### src/hw/decode_pkg.sv
`default_nettype none

package decode_pkg;

	localparam int reg_count  = 16;
	localparam int reg_addr_w = 4;
	localparam int xlen       = 32;
	localparam int num_inst   = 10;
	localparam int counter_w  = 32;

	// Bit positions in the one-hot class vector.
	localparam int inst_lui   = 0;
	localparam int inst_auipc = 1;
	localparam int inst_jal   = 2;
	localparam int inst_jalr  = 3;
	localparam int inst_beq   = 4;
	localparam int inst_lw    = 5;
	localparam int inst_sw    = 6;
	localparam int inst_addi  = 7;
	localparam int inst_add   = 8;
	localparam int inst_csr   = 9;

	localparam logic [6:0] op_lui    = 7'b0110111;
	localparam logic [6:0] op_auipc  = 7'b0010111;
	localparam logic [6:0] op_jal    = 7'b1101111;
	localparam logic [6:0] op_jalr   = 7'b1100111;
	localparam logic [6:0] op_branch = 7'b1100011;
	localparam logic [6:0] op_load   = 7'b0000011;
	localparam logic [6:0] op_store  = 7'b0100011;
	localparam logic [6:0] op_imm    = 7'b0010011;
	localparam logic [6:0] op_reg    = 7'b0110011;
	localparam logic [6:0] op_system = 7'b1110011;
	localparam logic [6:0] op_fence  = 7'b0001111;

	localparam logic [31:0] ecall_word = 32'h00000073;
	localparam logic [31:0] mret_word  = 32'h30200073;

	localparam logic st_ready = 1'b0;
	localparam logic st_full  = 1'b1;

	// One word, six field layouts; all share the low opcode.
	typedef union packed {
		struct packed {
			logic [6:0] funct7;
			logic [4:0] rs2;
			logic [4:0] rs1;
			logic [2:0] funct3;
			logic [4:0] rd;
			logic [6:0] opcode;
		} r_fmt;
		struct packed {
			logic [11:0] imm;
			logic [4:0]  rs1;
			logic [2:0]  funct3;
			logic [4:0]  rd;
			logic [6:0]  opcode;
		} i_fmt;
		struct packed {
			logic [6:0] imm_hi;
			logic [4:0] rs2;
			logic [4:0] rs1;
			logic [2:0] funct3;
			logic [4:0] imm_lo;
			logic [6:0] opcode;
		} s_fmt;
		struct packed {
			logic       imm_12;
			logic [5:0] imm_10_5;
			logic [4:0] rs2;
			logic [4:0] rs1;
			logic [2:0] funct3;
			logic [3:0] imm_4_1;
			logic       imm_11;
			logic [6:0] opcode;
		} b_fmt;
		struct packed {
			logic [19:0] imm;
			logic [4:0]  rd;
			logic [6:0]  opcode;
		} u_fmt;
		struct packed {
			logic       imm_20;
			logic [9:0] imm_10_1;
			logic       imm_11;
			logic [7:0] imm_19_12;
			logic [4:0] rd;
			logic [6:0] opcode;
		} j_fmt;
	} inst_u;

endpackage

`default_nettype wire

### src/hw/decode_if.sv
`timescale 1ns/10ps
`default_nettype none

interface decode_if;

	logic [decode_pkg::num_inst-1:0]   class_vec;
	logic [2:0]                        funct3;
	logic                              funct7_5;
	logic [decode_pkg::reg_addr_w-1:0] rd;
	logic [decode_pkg::reg_addr_w-1:0] rs1;
	logic [decode_pkg::reg_addr_w-1:0] rs2;
	logic                              need_rs2;
	logic [decode_pkg::xlen-1:0]       imm;
	logic                              reg_wen;
	logic                              is_ecall;
	logic                              is_mret;
	logic                              is_fencei;

	modport producer (
		output class_vec, funct3, funct7_5, rd, rs1, rs2, need_rs2,
		output imm, reg_wen, is_ecall, is_mret, is_fencei
	);

	modport hazard (
		input rs1, rs2, need_rs2
	);

	modport stage (
		input class_vec, funct3, funct7_5, rd, rs1, rs2, need_rs2,
		input imm, reg_wen, is_ecall, is_mret, is_fencei
	);

endinterface

`default_nettype wire

### src/hw/decode_stage.sv
`timescale 1ns/10ps
`default_nettype none

module decode_stage (
	input  logic                             clock,
	input  logic                             reset,
	input  logic [decode_pkg::xlen-1:0]       inst,
	input  logic [decode_pkg::xlen-1:0]       pc,
	input  logic                             in_valid,
	input  logic                             out_ready,
	input  logic                             flush,
	input  logic                             wb_en,
	input  logic [decode_pkg::reg_addr_w-1:0] wb_rd,
	input  logic [decode_pkg::xlen-1:0]       wb_data,
	input  logic [decode_pkg::reg_addr_w-1:0] exu_rd,
	input  logic                             exu_reg_wen,
	input  logic                             exu_ready,
	input  logic [decode_pkg::reg_addr_w-1:0] lsu_rd,
	input  logic                             lsu_reg_wen,
	input  logic                             lsu_ready,
	output logic                             in_ready,
	output logic                             out_valid,
	output logic [decode_pkg::xlen-1:0]       out_pc,
	output logic [decode_pkg::num_inst-1:0]   class_vec,
	output logic [2:0]                       funct3,
	output logic                             funct7_5,
	output logic [decode_pkg::reg_addr_w-1:0] rd,
	output logic [decode_pkg::xlen-1:0]       src1,
	output logic [decode_pkg::xlen-1:0]       src2,
	output logic [decode_pkg::xlen-1:0]       imm,
	output logic                             reg_wen,
	output logic                             is_ecall,
	output logic                             is_mret,
	output logic                             is_fencei,
	output logic [decode_pkg::counter_w-1:0]  raw_cycles,
	output logic [decode_pkg::counter_w-1:0]  raw_events
);

	logic stall;
	logic load;

	decode_if dec_if ();

	inst_decoder inst_decoder_i (
		.inst (inst),
		.dec  (dec_if.producer)
	);

	hazard_unit hazard_unit_i (
		.dec         (dec_if.hazard),
		.exu_rd      (exu_rd),
		.exu_reg_wen (exu_reg_wen),
		.exu_ready   (exu_ready),
		.lsu_rd      (lsu_rd),
		.lsu_reg_wen (lsu_reg_wen),
		.lsu_ready   (lsu_ready),
		.stall       (stall)
	);

	stage_ctrl stage_ctrl_i (
		.clock     (clock),
		.reset     (reset),
		.in_valid  (in_valid),
		.stall     (stall),
		.out_ready (out_ready),
		.flush     (flush),
		.in_ready  (in_ready),
		.out_valid (out_valid),
		.load      (load)
	);

	stall_counter stall_counter_i (
		.clock      (clock),
		.reset      (reset),
		.stall      (stall),
		.raw_cycles (raw_cycles),
		.raw_events (raw_events)
	);

	operand_fetch operand_fetch_i (
		.clock     (clock),
		.reset     (reset),
		.load      (load),
		.dec       (dec_if.stage),
		.pc        (pc),
		.wb_en     (wb_en),
		.wb_rd     (wb_rd),
		.wb_data   (wb_data),
		.out_pc    (out_pc),
		.class_vec (class_vec),
		.funct3    (funct3),
		.funct7_5  (funct7_5),
		.rd        (rd),
		.src1      (src1),
		.src2      (src2),
		.imm       (imm),
		.reg_wen   (reg_wen),
		.is_ecall  (is_ecall),
		.is_mret   (is_mret),
		.is_fencei (is_fencei)
	);

endmodule

`default_nettype wire

### src/hw/hazard_unit.sv
`timescale 1ns/10ps
`default_nettype none

module hazard_unit (
	decode_if.hazard                         dec,
	input  logic [decode_pkg::reg_addr_w-1:0] exu_rd,
	input  logic                             exu_reg_wen,
	input  logic                             exu_ready,
	input  logic [decode_pkg::reg_addr_w-1:0] lsu_rd,
	input  logic                             lsu_reg_wen,
	input  logic                             lsu_ready,
	output logic                             stall
);

	// A busy unit about to write a live source register.
	function automatic logic unit_conflict(
		input logic [decode_pkg::reg_addr_w-1:0] unit_rd,
		input logic                             unit_wen,
		input logic                             unit_ready
	);
		logic rd_live;
		rd_live = ~unit_ready & unit_wen & (unit_rd != '0);
		return rd_live & ((unit_rd == dec.rs1) | (dec.need_rs2 & (unit_rd == dec.rs2)));
	endfunction

	assign stall = unit_conflict(exu_rd, exu_reg_wen, exu_ready)
		| unit_conflict(lsu_rd, lsu_reg_wen, lsu_ready);

endmodule

`default_nettype wire

### src/hw/inst_decoder.sv
`timescale 1ns/10ps
`default_nettype none

module inst_decoder (
	input  logic [decode_pkg::xlen-1:0] inst,
	decode_if.producer                  dec
);

	decode_pkg::inst_u              word;
	logic [decode_pkg::num_inst-1:0] cls;
	logic                           fmt_r;
	logic                           fmt_i;
	logic                           fmt_s;
	logic                           fmt_b;
	logic                           fmt_u;
	logic                           fmt_j;

	assign word = inst;

	assign cls[decode_pkg::inst_lui]   = (word.r_fmt.opcode == decode_pkg::op_lui);
	assign cls[decode_pkg::inst_auipc] = (word.r_fmt.opcode == decode_pkg::op_auipc);
	assign cls[decode_pkg::inst_jal]   = (word.r_fmt.opcode == decode_pkg::op_jal);
	assign cls[decode_pkg::inst_jalr]  = (word.r_fmt.opcode == decode_pkg::op_jalr);
	assign cls[decode_pkg::inst_beq]   = (word.r_fmt.opcode == decode_pkg::op_branch);
	assign cls[decode_pkg::inst_lw]    = (word.r_fmt.opcode == decode_pkg::op_load);
	assign cls[decode_pkg::inst_sw]    = (word.r_fmt.opcode == decode_pkg::op_store);
	assign cls[decode_pkg::inst_addi]  = (word.r_fmt.opcode == decode_pkg::op_imm);
	assign cls[decode_pkg::inst_add]   = (word.r_fmt.opcode == decode_pkg::op_reg);
	assign cls[decode_pkg::inst_csr]   = (word.r_fmt.opcode == decode_pkg::op_system);

	// Format from class.
	assign fmt_r = cls[decode_pkg::inst_add];
	assign fmt_i = cls[decode_pkg::inst_jalr] | cls[decode_pkg::inst_lw]
		| cls[decode_pkg::inst_addi] | cls[decode_pkg::inst_csr];
	assign fmt_s = cls[decode_pkg::inst_sw];
	assign fmt_b = cls[decode_pkg::inst_beq];
	assign fmt_u = cls[decode_pkg::inst_lui] | cls[decode_pkg::inst_auipc];
	assign fmt_j = cls[decode_pkg::inst_jal];

	always_comb begin
		if (fmt_i) begin
			dec.imm = {{20{word.i_fmt.imm[11]}}, word.i_fmt.imm};
		end else if (fmt_u) begin
			dec.imm = {word.u_fmt.imm, 12'b0};
		end else if (fmt_s) begin
			dec.imm = {{20{word.s_fmt.imm_hi[6]}}, word.s_fmt.imm_hi, word.s_fmt.imm_lo};
		end else if (fmt_j) begin
			dec.imm = {{12{word.j_fmt.imm_20}}, word.j_fmt.imm_19_12, word.j_fmt.imm_11,
				word.j_fmt.imm_10_1, 1'b0};
		end else if (fmt_b) begin
			dec.imm = {{20{word.b_fmt.imm_12}}, word.b_fmt.imm_11, word.b_fmt.imm_10_5,
				word.b_fmt.imm_4_1, 1'b0};
		end else begin
			dec.imm = '0;
		end
	end

	assign dec.class_vec = cls;
	assign dec.funct3    = word.r_fmt.funct3;
	assign dec.funct7_5  = word.r_fmt.funct7[5];
	// RV32E uses only the low four bits of each register field.
	assign dec.rd        = word.r_fmt.rd[decode_pkg::reg_addr_w-1:0];
	assign dec.rs1       = word.r_fmt.rs1[decode_pkg::reg_addr_w-1:0];
	assign dec.rs2       = word.r_fmt.rs2[decode_pkg::reg_addr_w-1:0];
	assign dec.need_rs2  = cls[decode_pkg::inst_beq] | cls[decode_pkg::inst_sw]
		| cls[decode_pkg::inst_add];

	// CSR ops write rd; ecall, mret and friends do not.
	assign dec.reg_wen = (fmt_i & ~(cls[decode_pkg::inst_csr] & (word.i_fmt.funct3 == 3'b0)))
		| fmt_u | fmt_j | fmt_r;

	assign dec.is_ecall  = (inst == decode_pkg::ecall_word);
	assign dec.is_mret   = (inst == decode_pkg::mret_word);
	assign dec.is_fencei = (word.r_fmt.opcode == decode_pkg::op_fence);

endmodule

`default_nettype wire

### src/hw/operand_fetch.sv
`timescale 1ns/10ps
`default_nettype none

module operand_fetch (
	input  logic                             clock,
	input  logic                             reset,
	input  logic                             load,
	decode_if.stage                          dec,
	input  logic [decode_pkg::xlen-1:0]       pc,
	input  logic                             wb_en,
	input  logic [decode_pkg::reg_addr_w-1:0] wb_rd,
	input  logic [decode_pkg::xlen-1:0]       wb_data,
	output logic [decode_pkg::xlen-1:0]       out_pc,
	output logic [decode_pkg::num_inst-1:0]   class_vec,
	output logic [2:0]                       funct3,
	output logic                             funct7_5,
	output logic [decode_pkg::reg_addr_w-1:0] rd,
	output logic [decode_pkg::xlen-1:0]       src1,
	output logic [decode_pkg::xlen-1:0]       src2,
	output logic [decode_pkg::xlen-1:0]       imm,
	output logic                             reg_wen,
	output logic                             is_ecall,
	output logic                             is_mret,
	output logic                             is_fencei
);

	logic [decode_pkg::xlen-1:0] regs [1:decode_pkg::reg_count-1];
	logic [decode_pkg::xlen-1:0] rdata1;
	logic [decode_pkg::xlen-1:0] rdata2;

	// x0 is hardwired to zero.
	always_ff @(posedge clock) begin
		if (reset) begin
			for (int i = 1; i < decode_pkg::reg_count; i++) begin
				regs[i] <= '0;
			end
		end else if (wb_en && (wb_rd != '0)) begin
			regs[wb_rd] <= wb_data;
		end
	end

	// No write-through; a same-cycle write shows up next cycle.
	assign rdata1 = (dec.rs1 == '0) ? '0 : regs[dec.rs1];
	assign rdata2 = (dec.rs2 == '0) ? '0 : regs[dec.rs2];

	always_ff @(posedge clock) begin
		if (load) begin
			out_pc    <= pc;
			class_vec <= dec.class_vec;
			funct3    <= dec.funct3;
			funct7_5  <= dec.funct7_5;
			rd        <= dec.rd;
			src1      <= rdata1;
			src2      <= rdata2;
			imm       <= dec.imm;
			reg_wen   <= dec.reg_wen;
			is_ecall  <= dec.is_ecall;
			is_mret   <= dec.is_mret;
			is_fencei <= dec.is_fencei;
		end
	end

endmodule

`default_nettype wire

### src/hw/stage_ctrl.sv
`timescale 1ns/10ps
`default_nettype none

module stage_ctrl (
	input  logic clock,
	input  logic reset,
	input  logic in_valid,
	input  logic stall,
	input  logic out_ready,
	input  logic flush,
	output logic in_ready,
	output logic out_valid,
	output logic load
);

	logic state;

	assign in_ready  = (state == decode_pkg::st_ready) & ~stall;
	assign out_valid = (state == decode_pkg::st_full);
	assign load      = in_valid & ~stall & (state == decode_pkg::st_ready) & ~flush;

	always_ff @(posedge clock) begin
		if (reset) begin
			state <= decode_pkg::st_ready;
		end else if (flush) begin
			state <= decode_pkg::st_ready;
		end else begin
			case (state)
				decode_pkg::st_ready: begin
					if (load) begin
						state <= decode_pkg::st_full;
					end
				end
				default: begin
					// Single slot, so a consume only frees it.
					if (out_ready) begin
						state <= decode_pkg::st_ready;
					end
				end
			endcase
		end
	end

endmodule

`default_nettype wire

### src/hw/stall_counter.sv
`timescale 1ns/10ps
`default_nettype none

module stall_counter (
	input  logic                            clock,
	input  logic                            reset,
	input  logic                            stall,
	output logic [decode_pkg::counter_w-1:0] raw_cycles,
	output logic [decode_pkg::counter_w-1:0] raw_events
);

	logic stall_q;

	always_ff @(posedge clock) begin
		if (reset) begin
			stall_q    <= 1'b0;
			raw_cycles <= '0;
			raw_events <= '0;
		end else begin
			stall_q <= stall;
			if (stall) begin
				raw_cycles <= raw_cycles + 1'b1;
			end
			// New conflict starts.
			if (stall & ~stall_q) begin
				raw_events <= raw_events + 1'b1;
			end
		end
	end

endmodule

`default_nettype wire

### config.mk
export PLATFORM = sky130hd
export DESIGN_NAME = decode_stage
export DESIGN_NICKNAME = d
export VERILOG_FILES = /design/src/hw/decode_pkg.sv /design/src/hw/decode_if.sv /design/src/hw/decode_stage.sv /design/src/hw/hazard_unit.sv /design/src/hw/inst_decoder.sv /design/src/hw/operand_fetch.sv /design/src/hw/stage_ctrl.sv /design/src/hw/stall_counter.sv
export SDC_FILE = /design/constraint.sdc
export NUM_CORES = 1
export LEC_CHECK = 0
export BUFFER_PORTS_ARGS = -buffer_cell sky130_fd_sc_hd__buf_4
export CELL_PAD_IN_SITES_DETAIL_PLACEMENT = 2
export CELL_PAD_IN_SITES_GLOBAL_PLACEMENT = 2
export CORE_AREA = 5 5 281 283
export DETAILED_ROUTE_END_ITERATION = 12
export DIE_AREA = 0 0 286 288
export PLACE_DENSITY_LB_ADDON = 0.1
export SYNTH_ARGS = -nofsm -noshare
export SYNTH_HDL_FRONTEND = slang
export SYNTH_SLANG_ARGS = --single-unit
### constraint.sdc
create_clock -name clock -period 15 [get_ports clock]
set_input_delay 0 -clock clock [delete_from_list [all_inputs] [get_ports clock]]
set_output_delay 0 -clock clock [all_outputs]
set_load 0.01 [all_outputs]
==> results of run 1 <==
==> placed cells by master, fill, tap and decap left out, types with 3 or more instances in the layout <==
cell type | netlist | routed
nand3_1 | 21 | 21
a21oi_1 | 52 | 52
nor2b_1 | 71 | 71
and3_1 | 7 | 7
nor2_1 | 39 | 26
clkbuf_16 | 0 | 85
mux4_2 | 320 | 320
nand2_1 | 51 | 51
clkinv_1 | 0 | 14
clkbuf_1 | 139 | 26
dfxtp_1 | 66 | 66
or4_1 | 30 | 30
or2_2 | 17 | 11
nor3_2 | 2 | 5
buf_4 | 5 | 374
or3_1 | 27 | 27
conb_1 | 1 | 32
o21ai_0 | 30 | 30
nor4_1 | 9 | 8
nand2b_1 | 5 | 5
xnor2_1 | 19 | 19
xor2_1 | 4 | 4
nand4_1 | 20 | 20
or2_4 | 0 | 6
clkinv_2 | 0 | 11
nor2_2 | 0 | 12
diode_2 | 0 | 3
inv_1 | 9 | 9
a22o_1 | 6 | 6
nor3_1 | 13 | 10
o31ai_1 | 28 | 28
and2_1 | 491 | 491
edfxtp_1 | 662 | 662
and4_1 | 6 | 6
dlygate4sd3_1 | 0 | 94
nand3b_1 | 3 | 3
a21o_1 | 11 | 11
==> where the power goes <==
| group | internal [W] | switching (W) |
|---|---|---|
| sequential | 0.00233 | 0.0000637 |
| clock | 0.00103 | 0.000841 |
| combinational | 0.000254 | 0.000272 |
==> logic make-up after synthesis <==
| kind of cell | count (synthesis) | share of synthesized area (%) |
|---|---|---|
| flops | 728 | 59.9 |
| buf+inv | 196 | 2.33 |
| mux | 323 | 20.4 |
| compound gates | 142 | 2.63 |
| xor+xnor | 23 | 0.569 |
| simple gates | 821 | 14.1 |
| other cells | 1 | 0.0106 |
| fa+ha+maj | 2 | 0.0707 |
==> flip-flops by register name (all words and copies together) (netlist names), 3 cells and up <==
name / flops
operand_fetch_i.imm: 32
operand_fetch_i.regs: 512
stall_counter_i.raw_cycles: 32
stall_counter_i.raw_events: 32
operand_fetch_i.funct3: 3
operand_fetch_i.out_pc: 32
operand_fetch_i.src1: 32
operand_fetch_i.src2: 32
operand_fetch_i.rd: 4
operand_fetch_i.class_vec: 10
==> per-stage QoR <==
step                worst slack [ns]  cell area (um2)  cells
floorplan                       9.45            35500   2267
global placement               10.33            38900   3447
detailed placement             10.23            38900   3447
CTS                            10.87            42200   3680
global route                   10.55            42200   3682
finish                         10.68            42200   3683
==> worst max-delay path: cells and delay by family <==
kind / cells / cell delay (ns)
xor gates and xnor gates: 1 / 0.26
buffers and inverters: 4 / 2.68
and+or+nand+nor: 3 / 1.23
AOI/OAI and AO/OA: 1 / 0.25
==> what timing repair did <==
item                                    4_1_cts  5_1_grt
endpoints found under the hold margin       608        0
hold buffers                                 94        0
endpoints found under the setup margin        0        0
setup buffers                                 0        0
==> per-layer routing <==
layer,up-vias,wire length (um),GRT usage (%),part of all wire [%]
li1,9458,-,-,-
met1,12500,48200,38.5,37
met2,1245,66800,54.4,51
met3,305,9970,6.08,7.7
met4,4,5250,12.4,4.0
met5,-,27,0,0.021
==> how the worst min path moves through the flow <==
stage	end	slack, ns	depth (start not counted)
after global placement	operand_fetch_i.out_pc[5]	0.18	1
after global routing	operand_fetch_i.is_mret	0.02	3
after CTS	operand_fetch_i.is_mret	0.006	3
after floorplan	stage_ctrl_i.out_valid	0.08	1
after detailed placement	operand_fetch_i.out_pc[17]	0.18	1
final	operand_fetch_i.is_mret	0.02	3
==> cell type report <==
| type | instances | area share, % |
|---|---|---|
| Sequential cell | 728 | 50.2 |
| Multi-Input combinational cell | 1343 | 32.2 |
| Timing Repair Buffer | 473 | 9.04 |
| Clock buffer | 111 | 5.27 |
| Tap cell | 988 | 2.93 |
| Clock inverter | 28 | 0.314 |
| Inverter | 9 | 0.0800 |
| Antenna cell | 3 | 0.0178 |
==> impl_results.md, run 1 <==
- Status: finished, final reports clean
- Final Max Slew Viols: 0
- Reg clk slew, reported paths: 0.06 ns
- Final core occ: between 50% and 60%
- Arrival time at the worst endpoint: between 4 and 5 ns
- Final min period: about 4.3 ns
- Clk root buf: clkbuf_16
- Sequential share of the synthesized area: 59.9%
- Die H: approximately 290 um
- Fill cells: approximately 6700
- Residual DRC: 0
- Final count of hold timing violations: 0
- Io pins: 334
- Largest net degree at the start of global routing: 85
- Final #Nets: 2757
- Sum Neg Setup Slack: 0 ns
- Final setup viols: 0
- Full die area: 82400 um2
- # rows: 102
- Synthesized area per cell: 15.8 um2
- Leakage: 14.8 nW
- Req. time, crit path: 15.25 ns
- Hold path start: inst[23]
- Most used cell, CP: buf_4
- Vias in the first global route: between 20000 and 30000
- Die width: 286 um
- First-pass GRT wire length: 186 mm
- WL/cell: 35.4 um
- R2r worst-path depth: 4
- Worst-Margin Slew: 1.13 ns
- DR iter-0 viols: 2618
- Routed wire length: 130 mm
- Final ANT Viol Nets: 0
- Synth Warn #: 0
- Buffer depth of the longest clock path: 3
- Cell area after synthesis: between 30000 and 40000 um2
- Drt via density: 6.39
- Layout cells sized above 1: around a third
- # port buffers: 333
- Post-cts sizing count: 0
- Worst path cell trace: buf_4 > buf_4 > xnor2_1 > nand4_1 > o22ai_2 > nor4_1 > and3b_4 > buf_4 > buf_4
- Total CTS buffers: 82
- Register area: 21200 um2
- FF+latch count, synth: 728
- RR Endpoint: operand_fetch_i.src1[25]
- RSZ-0062 raised after global routing: false
- Ranking of synthesized cells by area: edfxtp_1, mux4_2, and2_1
- Final Skew: 0.0245 ns
- Critical R2R Launch: stage_ctrl_i.out_valid
- Initial Util: between 40% and 50%
- Synth-to-layout area growth: 19.3%
- Most frequent cell after synthesis: edfxtp_1
- Syn Inst Count: 2236
- CTS tree: built
- Post-synth ARST share: 0%
- Multi-input combinational cell area: 13600 um2
- Core ar.: roughly 76000 um2
- H-tree lvl count: 3
- Top FF cell, synth: edfxtp_1
- Top-area cell type share of the netlist area: 56.2%
- Most frequent cells after synthesis: edfxtp_1, and2_1, mux4_2
- Initial antenna violation count: 7
- Maxcap violations: 0
- Largest area contributor in the netlist: edfxtp_1
- Clock Sinks: 728
- WHS: around 0.017 ns
- Distinct cells, synth: 56
- Fin crit share: 28.8%
- Max stage delay cell, worst path: buf_4
- Setup CP Type: primary input to flip-flop
- Clock Latency Late Sink: 0.63 ns
- Max incr delay on CP: 0.94 ns
- Register-to-register setup slack: between 10 and 15 ns
- Drt pass-1 iters: 5
- Worst Hold Class: primary input to flip-flop
- Crit-path max FO: 67
- Slew HR: 24.6%
- Post-synth EDFFs: 662
- Pwr dens: 114 nW/um2
- GRT Residual Overflow: 0
- CP Launch Point: inst[18]
- Via Count: 23500
- Peak VDD IR: 75.1 uV
- Total power: 0.00480 W
- Startpoint types: primary input
- Hpwl dp: 71.2 mm
- Worst Setup EP: operand_fetch_i.src1[25]
- Total track usage: 31.2%
- CP endpoint kind: flip-flop
- Max Fclk: 232 MHz
- Gpl congestion: about 0.79
No activity file was read; power rests on OpenSTA's default activity.
==> inputs of run 2 (changes only) <==
--- a/config.mk
+++ b/config.mk
@@ -8,9 +8,9 @@
 export BUFFER_PORTS_ARGS = -buffer_cell sky130_fd_sc_hd__buf_4
 export CELL_PAD_IN_SITES_DETAIL_PLACEMENT = 2
 export CELL_PAD_IN_SITES_GLOBAL_PLACEMENT = 2
-export CORE_AREA = 5 5 281 283
+export CORE_AREA = 5 5 304 306
 export DETAILED_ROUTE_END_ITERATION = 12
-export DIE_AREA = 0 0 286 288
+export DIE_AREA = 0 0 309 311
 export PLACE_DENSITY_LB_ADDON = 0.1
 export SYNTH_ARGS = -nofsm -noshare
 export SYNTH_HDL_FRONTEND = slang
==> constraint.sdc (replaced) <==
create_clock -name clock -period 3.9 [get_ports clock]
set_input_delay 0 -clock clock [delete_from_list [all_inputs] [get_ports clock]]
set_output_delay 0 -clock clock [all_outputs]
set_load 0.01 [all_outputs]
==> run 2 against run 1 <==
Against the previous run: first-iteration DRC count down 15%; wire length down 0.87%; total power rose to 4.0 times the previous value; combinational power increased to 3.9 times the previous value; register-to-register slack worse by 10 ns; critical path type unchanged; largest cell class unchanged; largest power group unchanged.
==> impl_results.md, run 2 (synthesized netlist as in run 1, its figures left out) <==
- Status: finished, final reports clean
- DR iter-0 viols: 2229
- Hold path start: inst[18]
- WP buf/inv: 4
- Peak VDD IR: 292 uV
- Switching power share of the total: about a quarter
- Vias in the first global route: roughly 25000
- Routed wire length: between 100 and 150 mm
- Final count of hold timing violations: 0
- Leakage: 15.0 nW
- Largest net degree at the start of global routing: 133
- Fin worst setup slack: 1.04 ns
- Clock network fraction of design power: 40.8%
- Post-cts sizing count: 0
- Setup CP Type: primary input to flip-flop
- CTS tree: built
- Clock Sinks: roughly 730
- Fin crit share: 73.3%
- Sum Neg Setup Slack: 0 ns
- Clock Latency Late Sink: 0.63 ns
- Gpl congestion: slightly below 0.8
- Internal power: 0.0145 W
- Final Skew: 0.0185 ns
- Final #Nets: 2780
- Io pins: approximately 330
- Startpoint types: primary input
- Req. time, crit path: 4.39 ns
- Total track usage: 26.5%
- Initial Util: roughly 40%
- Hpwl dp: 75.4 mm
- Full die area: 96100 um2
- Post-CTS setup repair buffer count: 0
- Final Max Slew Viols: 0
- CP endpoint kind: flip-flop
- Final core occ: 48.1%
- CP top delay family: buffers and inverters
- First-pass GRT wire length: around 180 mm
- Die width: 309 um
- Buffer depth of the longest clock path: 3
- R2r worst-path depth: 6
- Drt via density: 5.88
- Largest register FFs: 512
- Final ANT Viol Nets: 0
- Initial antenna violation count: 7
- Most flop-heavy register: operand_fetch_i.regs
- Slew HR: a little under a quarter
- Total CTS buffers: a little over 80
- Crit-path max FO: 10
- Max incr delay on CP: 0.94 ns
- Die H: 311 um
- Clk root buf: clkbuf_16
- Critical R2R Launch: stall_counter_i.raw_events[15]
- Most frequent cells in the layout: edfxtp_1, and2_1, buf_4
- Layout cells sized above 1: 32.4%
- Fill cells: 8240
- Post-place setup slack: around 1.1 ns
- Register-to-register setup slack: 1.36 ns
- Arrival time at the worst endpoint: 3.35 ns
- Final min period: 2.86 ns
- Area after DPL: between 30000 and 40000 um2
- Reg clk slew, reported paths: roughly 0.060 ns
- Residual DRC: 0
- Hold Buf Count CTS: 94
- Worst Hold Class: primary input to flip-flop
- Sw Pwr: 0.00454 W
- RSZ-0062 raised after global routing: false
- Seq pwr share: about half
- # port buffers: between 300 and 400
- # rows: 110
- WHS: 0.0370 ns
- Commonest non-fill, non-tap cell in the layout: edfxtp_1
- Worst-Margin Slew: 1.16 ns
- Synth-to-layout area growth: 21.3%
- Max Fclk: 350 MHz
- Via Count: around 23000
- GRT Residual Overflow: 0
- Comb pwr share: roughly a tenth
- Core ar.: 89300 um2
- Drt pass-1 iters: 5
- WL/cell: 33.1 um
- Post-layout instance area: approximately 43000 um2
- RR Endpoint: stall_counter_i.raw_events[28]
- Max stage delay cell, worst path: a2111oi_0
- H-tree lvl count: 3
- Final setup viols: 0
- Worst path cell trace: dlygate4sd3_1 > buf_4 > nor2_1 > nor3_1 > a2111oi_0 > buf_4 > o21ai_1 > nand2_1 > dlygate4sd3_1
- Pwr dens: 442 nW/um2
- Hold path endpoint: operand_fetch_i.imm[18]
- Hold Crit Depth: 3
- Maxcap violations: 0
-- run 2: changes by cell type in the layout (fill, tap and decap cells not counted), moves of 5 or more --
| cell | before | now |
|---|---|---|
| buf_4 | 374 | 390 |
| clkbuf_1 | 26 | 19 |
| buf_12 | 1 | 7 |
| bufinv_16 | 0 | 6 |
| or2_2 | 11 | 17 |
| or2_4 | 6 | 0 |
| clkbuf_8 | 2 | 7 |
-- run 2: worst max path at each step --
stage               cells after the start                            from                        endpoint
floorplan                               6                       exu_rd[1]    operand_fetch_i.class_vec[0]
global placement                        7                       lsu_rd[1]         operand_fetch_i.imm[24]
detailed placement                      7                       exu_rd[1]        operand_fetch_i.src2[28]
CTS                                     6  stall_counter_i.raw_events[15]  stall_counter_i.raw_events[28]
global route                            9                         inst[5]         operand_fetch_i.imm[19]
finish                                  9                         inst[5]         operand_fetch_i.imm[19]
-- run 2: power groups by stage --
stage	clock network, W	logic [W]	registers, W
after global placement	0	0.00191	0.00931
after global routing	0.00821	0.00214	0.00925
after floorplan	0	0.00110	0.00930
after CTS	0.00784	0.00205	0.00921
final	0.00774	0.00204	0.00922
after detailed placement	0	0.00195	0.00936
-- run 2: layout make-up --
cell class / count / area, um2 / area share (%)
multi-input cells: 1343 / 13600 / 31.6
inverters: 9 / 33.8 / 0.0787
clock buffers: 111 / 2280 / 5.31
well taps: 1176 / 1470 / 3.43
clock inverters: 36 / 320 / 0.746
repair buffers: 495 / 4060 / 9.45
diodes: 5 / 12.5 / 0.0291
flip-flops and latches: 728 / 21200 / 49.4
-- run 2: metrics by stage --
stage / cells / total power, W
floorplan: 2267 / 0.0104
global placement: 3657 / 0.0112
detailed placement: 3657 / 0.0113
CTS: 3898 / 0.0191
global route: 3900 / 0.0196
finish: 3903 / 0.0190
-- run 2: per-layer routing --
layer  GRT usage, %  part of all wire [%]
met3           4.80                   6.7
met5              0                     0
met1           34.5                    40
met4           7.54                   2.8
met2           45.8                    51
-- run 2: tightest hold or removal path, stage by stage --
cell	delay, ns
buf_4	0.25
nand2_1	0.16
nand2_1	0.06
==> inputs of run 3 (changes only) <==
==> constraint.sdc (replaced) <==
create_clock -name clock -period 2.5 [get_ports clock]
set_input_delay 0 -clock clock [delete_from_list [all_inputs] [get_ports clock]]
set_output_delay 0 -clock clock [all_outputs]
set_load 0.01 [all_outputs]
==> run 3 against run 2 <==
Against the previous run: cell count increased by 1.6%; worst hold slack improved by 0.012 ns; die area is the same; first-iteration DRC count down 12%; sequential share of layout area decreased by 1.1 points; total power increased by 57%; worst setup slack got worse by 0.95 ns; via count grew 0.48%; clock skew hardly changed; utilization rose by 1.0 points; critical path depth grew 2; critical endpoint is now stage_ctrl_i.out_valid; largest cell class unchanged.
==> impl_results.md, run 3 (synthesized netlist as in run 1, its figures left out) <==
- Worst-Margin Slew: 1.02 ns
- Final ANT Viol Nets: 0
- Most flop-heavy register: operand_fetch_i.regs
- Final Skew: about 0.019 ns
- RSZ-0062 raised after global routing: false
- Slew HR: between 30% and 40%
- GRT Residual Overflow: 0
- Fill cells: 8159
- Final #Nets: 2835
- Setup CP Type: primary input to flip-flop
- Leakage: 15.5 nW
- Final core occ: 49.1%
- CP top delay family: buffers and inverters
- Reg clk slew, reported paths: roughly 0.060 ns
- Gpl congestion: 0.797
- Post-layout instance area: 43900 um2
- Worst Hold Class: primary input to flip-flop
- Startpoint types: primary input
- Core ar.: approximately 90000 um2
- First-pass GRT wire length: 183 mm
- Most frequent cells in the layout: edfxtp_1, and2_1, buf_4
- Arrival time at the worst endpoint: 2.94 ns
- Final setup viols: 0
- Routed wire length: between 100 and 150 mm
- Full die area: 96100 um2
- Initial Util: 39.6%
- WL/cell: 32.1 um
- Via Count: 23100
- CTS tree: built
- Max Fclk: 415 MHz
- Post-CTS setup repair buffer count: 0
- Total track usage: 26.1%
- Final min period: 2.41 ns
- Placed cells: 3709
- Buffer depth of the longest clock path: 3
- Final Max Slew Viols: 0
- Max incr delay on CP: 0.57 ns
- Drt pass-1 iters: 5
- WP buf/inv: 5
- Clk root buf: clkbuf_16
- Status: finished, final reports clean
- Max stage delay cell, worst path: dlygate4sd3_1
- Final count of hold timing violations: 0
- Io pins: 334
- Total CTS buffers: 83
- Residual DRC: 0
- # rows: 110
- Total power: 0.0299 W
- Pwr dens: 681 nW/um2
- Post-route insts no fill: 3965
- Peak VDD IR: between 400 and 500 uV
- Synth-to-layout area growth: 24.0%
- Req. time, crit path: 3.04 ns
- Crit-path max FO: 25
- Maxcap violations: 0
- DR iter-0 viols: 1958
- Fin worst setup slack: 0.0928 ns
- CP endpoint kind: flip-flop
- Vias in the first global route: 25600
- Clock Sinks: between 700 and 800
- Clock Latency Late Sink: between 0.6 and 0.7 ns
- Largest net degree at the start of global routing: 59
- Layout cells sized above 1: 33.8%
- Drt via density: 5.81
- Die width: 309 um
- Worst path cell trace: dlygate4sd3_1 > buf_4 > and4bb_1 > nand3_2 > nor3_2 > buf_12 > nor3_4 > buf_12 > a31oi_1 > nor3_1 > dlygate4sd3_1
- Largest register FFs: approximately 500
- Post-place setup slack: between 0.04 and 0.05 ns
- H-tree lvl count: 3
- Die H: 311 um
- Fin crit share: 96.3%
- Commonest non-fill, non-tap cell in the layout: edfxtp_1
- Area after DPL: approximately 40000 um2
- Hpwl dp: 76.7 mm
- # port buffers: 333
- Initial antenna violation count: 12
-- run 3: cell types whose count changed in the layout (fill, tap and decap cells not counted), moves of 4 or more --
cell	delta
clkinv_1	+4
clkinv_2	+6
clkbuf_1	-4
buf_4	+16
buf_12	+36
-- run 3: layout make-up --
type | instances | area, um2 | share of cell area (%)
diodes | 7 | 17.5 | 0.0399
clock buffers | 102 | 2210 | 5.04
well taps | 1176 | 1470 | 3.35
repair buffers | 550 | 4930 | 11.2
inverters | 9 | 33.8 | 0.0770
multi-input cells | 1343 | 13600 | 31.0
clock inverters | 50 | 433 | 0.987
flip-flops and latches | 728 | 21200 | 48.3
-- run 3: path summary, 6_finish.rpt --
check,startpoint,endpoint,slack [ns],depth (start not counted)
setup / recovery,inst[2],stage_ctrl_i.out_valid,0.09,11
hold / removal,in_valid,operand_fetch_i.is_ecall,0.05,3
setup reg to reg,stall_counter_i.raw_cycles[5],stall_counter_i.raw_cycles[26],0.16,6
hold reg to reg,stall_counter_i.raw_cycles[31],stall_counter_i.raw_cycles[31],0.50,2
-- run 3: through the flow --
step | setup TNS, ns | hold WS [ns]
floorplan | -68.37 | 0.0768
global placement | 0 | 0.179
detailed placement | 0 | 0.180
CTS | 0 | 0.0230
global route | 0 | 0.0482
finish | 0 | 0.0492
-- run 3: report_power, final --
part / internal (W) / switching, W / total [W]
clock: 0.00701 / 0.00522 / 0.0122
combinational: 0.00167 / 0.00166 / 0.00333
sequential: 0.0140 / 0.000344 / 0.0143
-- run 3: per-layer routing --
layer | part of all wire [%] | vias to the layer above | global-route usage, %
met3 | 7.1 | 180 | 4.94
met5 | 0.010 | - | 0
li1 | - | 9626 | -
met1 | 39 | 12400 | 33.3
met4 | 2.8 | 2 | 7.69
met2 | 51 | 888 | 45.4
-- run 3: what timing repair did --
| action | 4_1_cts | 5_1_grt |
|---|---|---|
| hold buffers | 97 | 0 |
| endpoints found under the setup margin | 0 | 1 |
| gates resized for setup | 0 | 1 |
| hold endpoints to repair | 623 | 0 |
-- run 3: worst reg2reg max path, cell delays in order, from the launching register on --
cell     delay [ns]
dfxtp_1        0.42
and4_4         0.30
and3_4         0.21
and4_1         0.35
nand2_1        0.16
or4b_2         0.65
a21oi_1        0.17
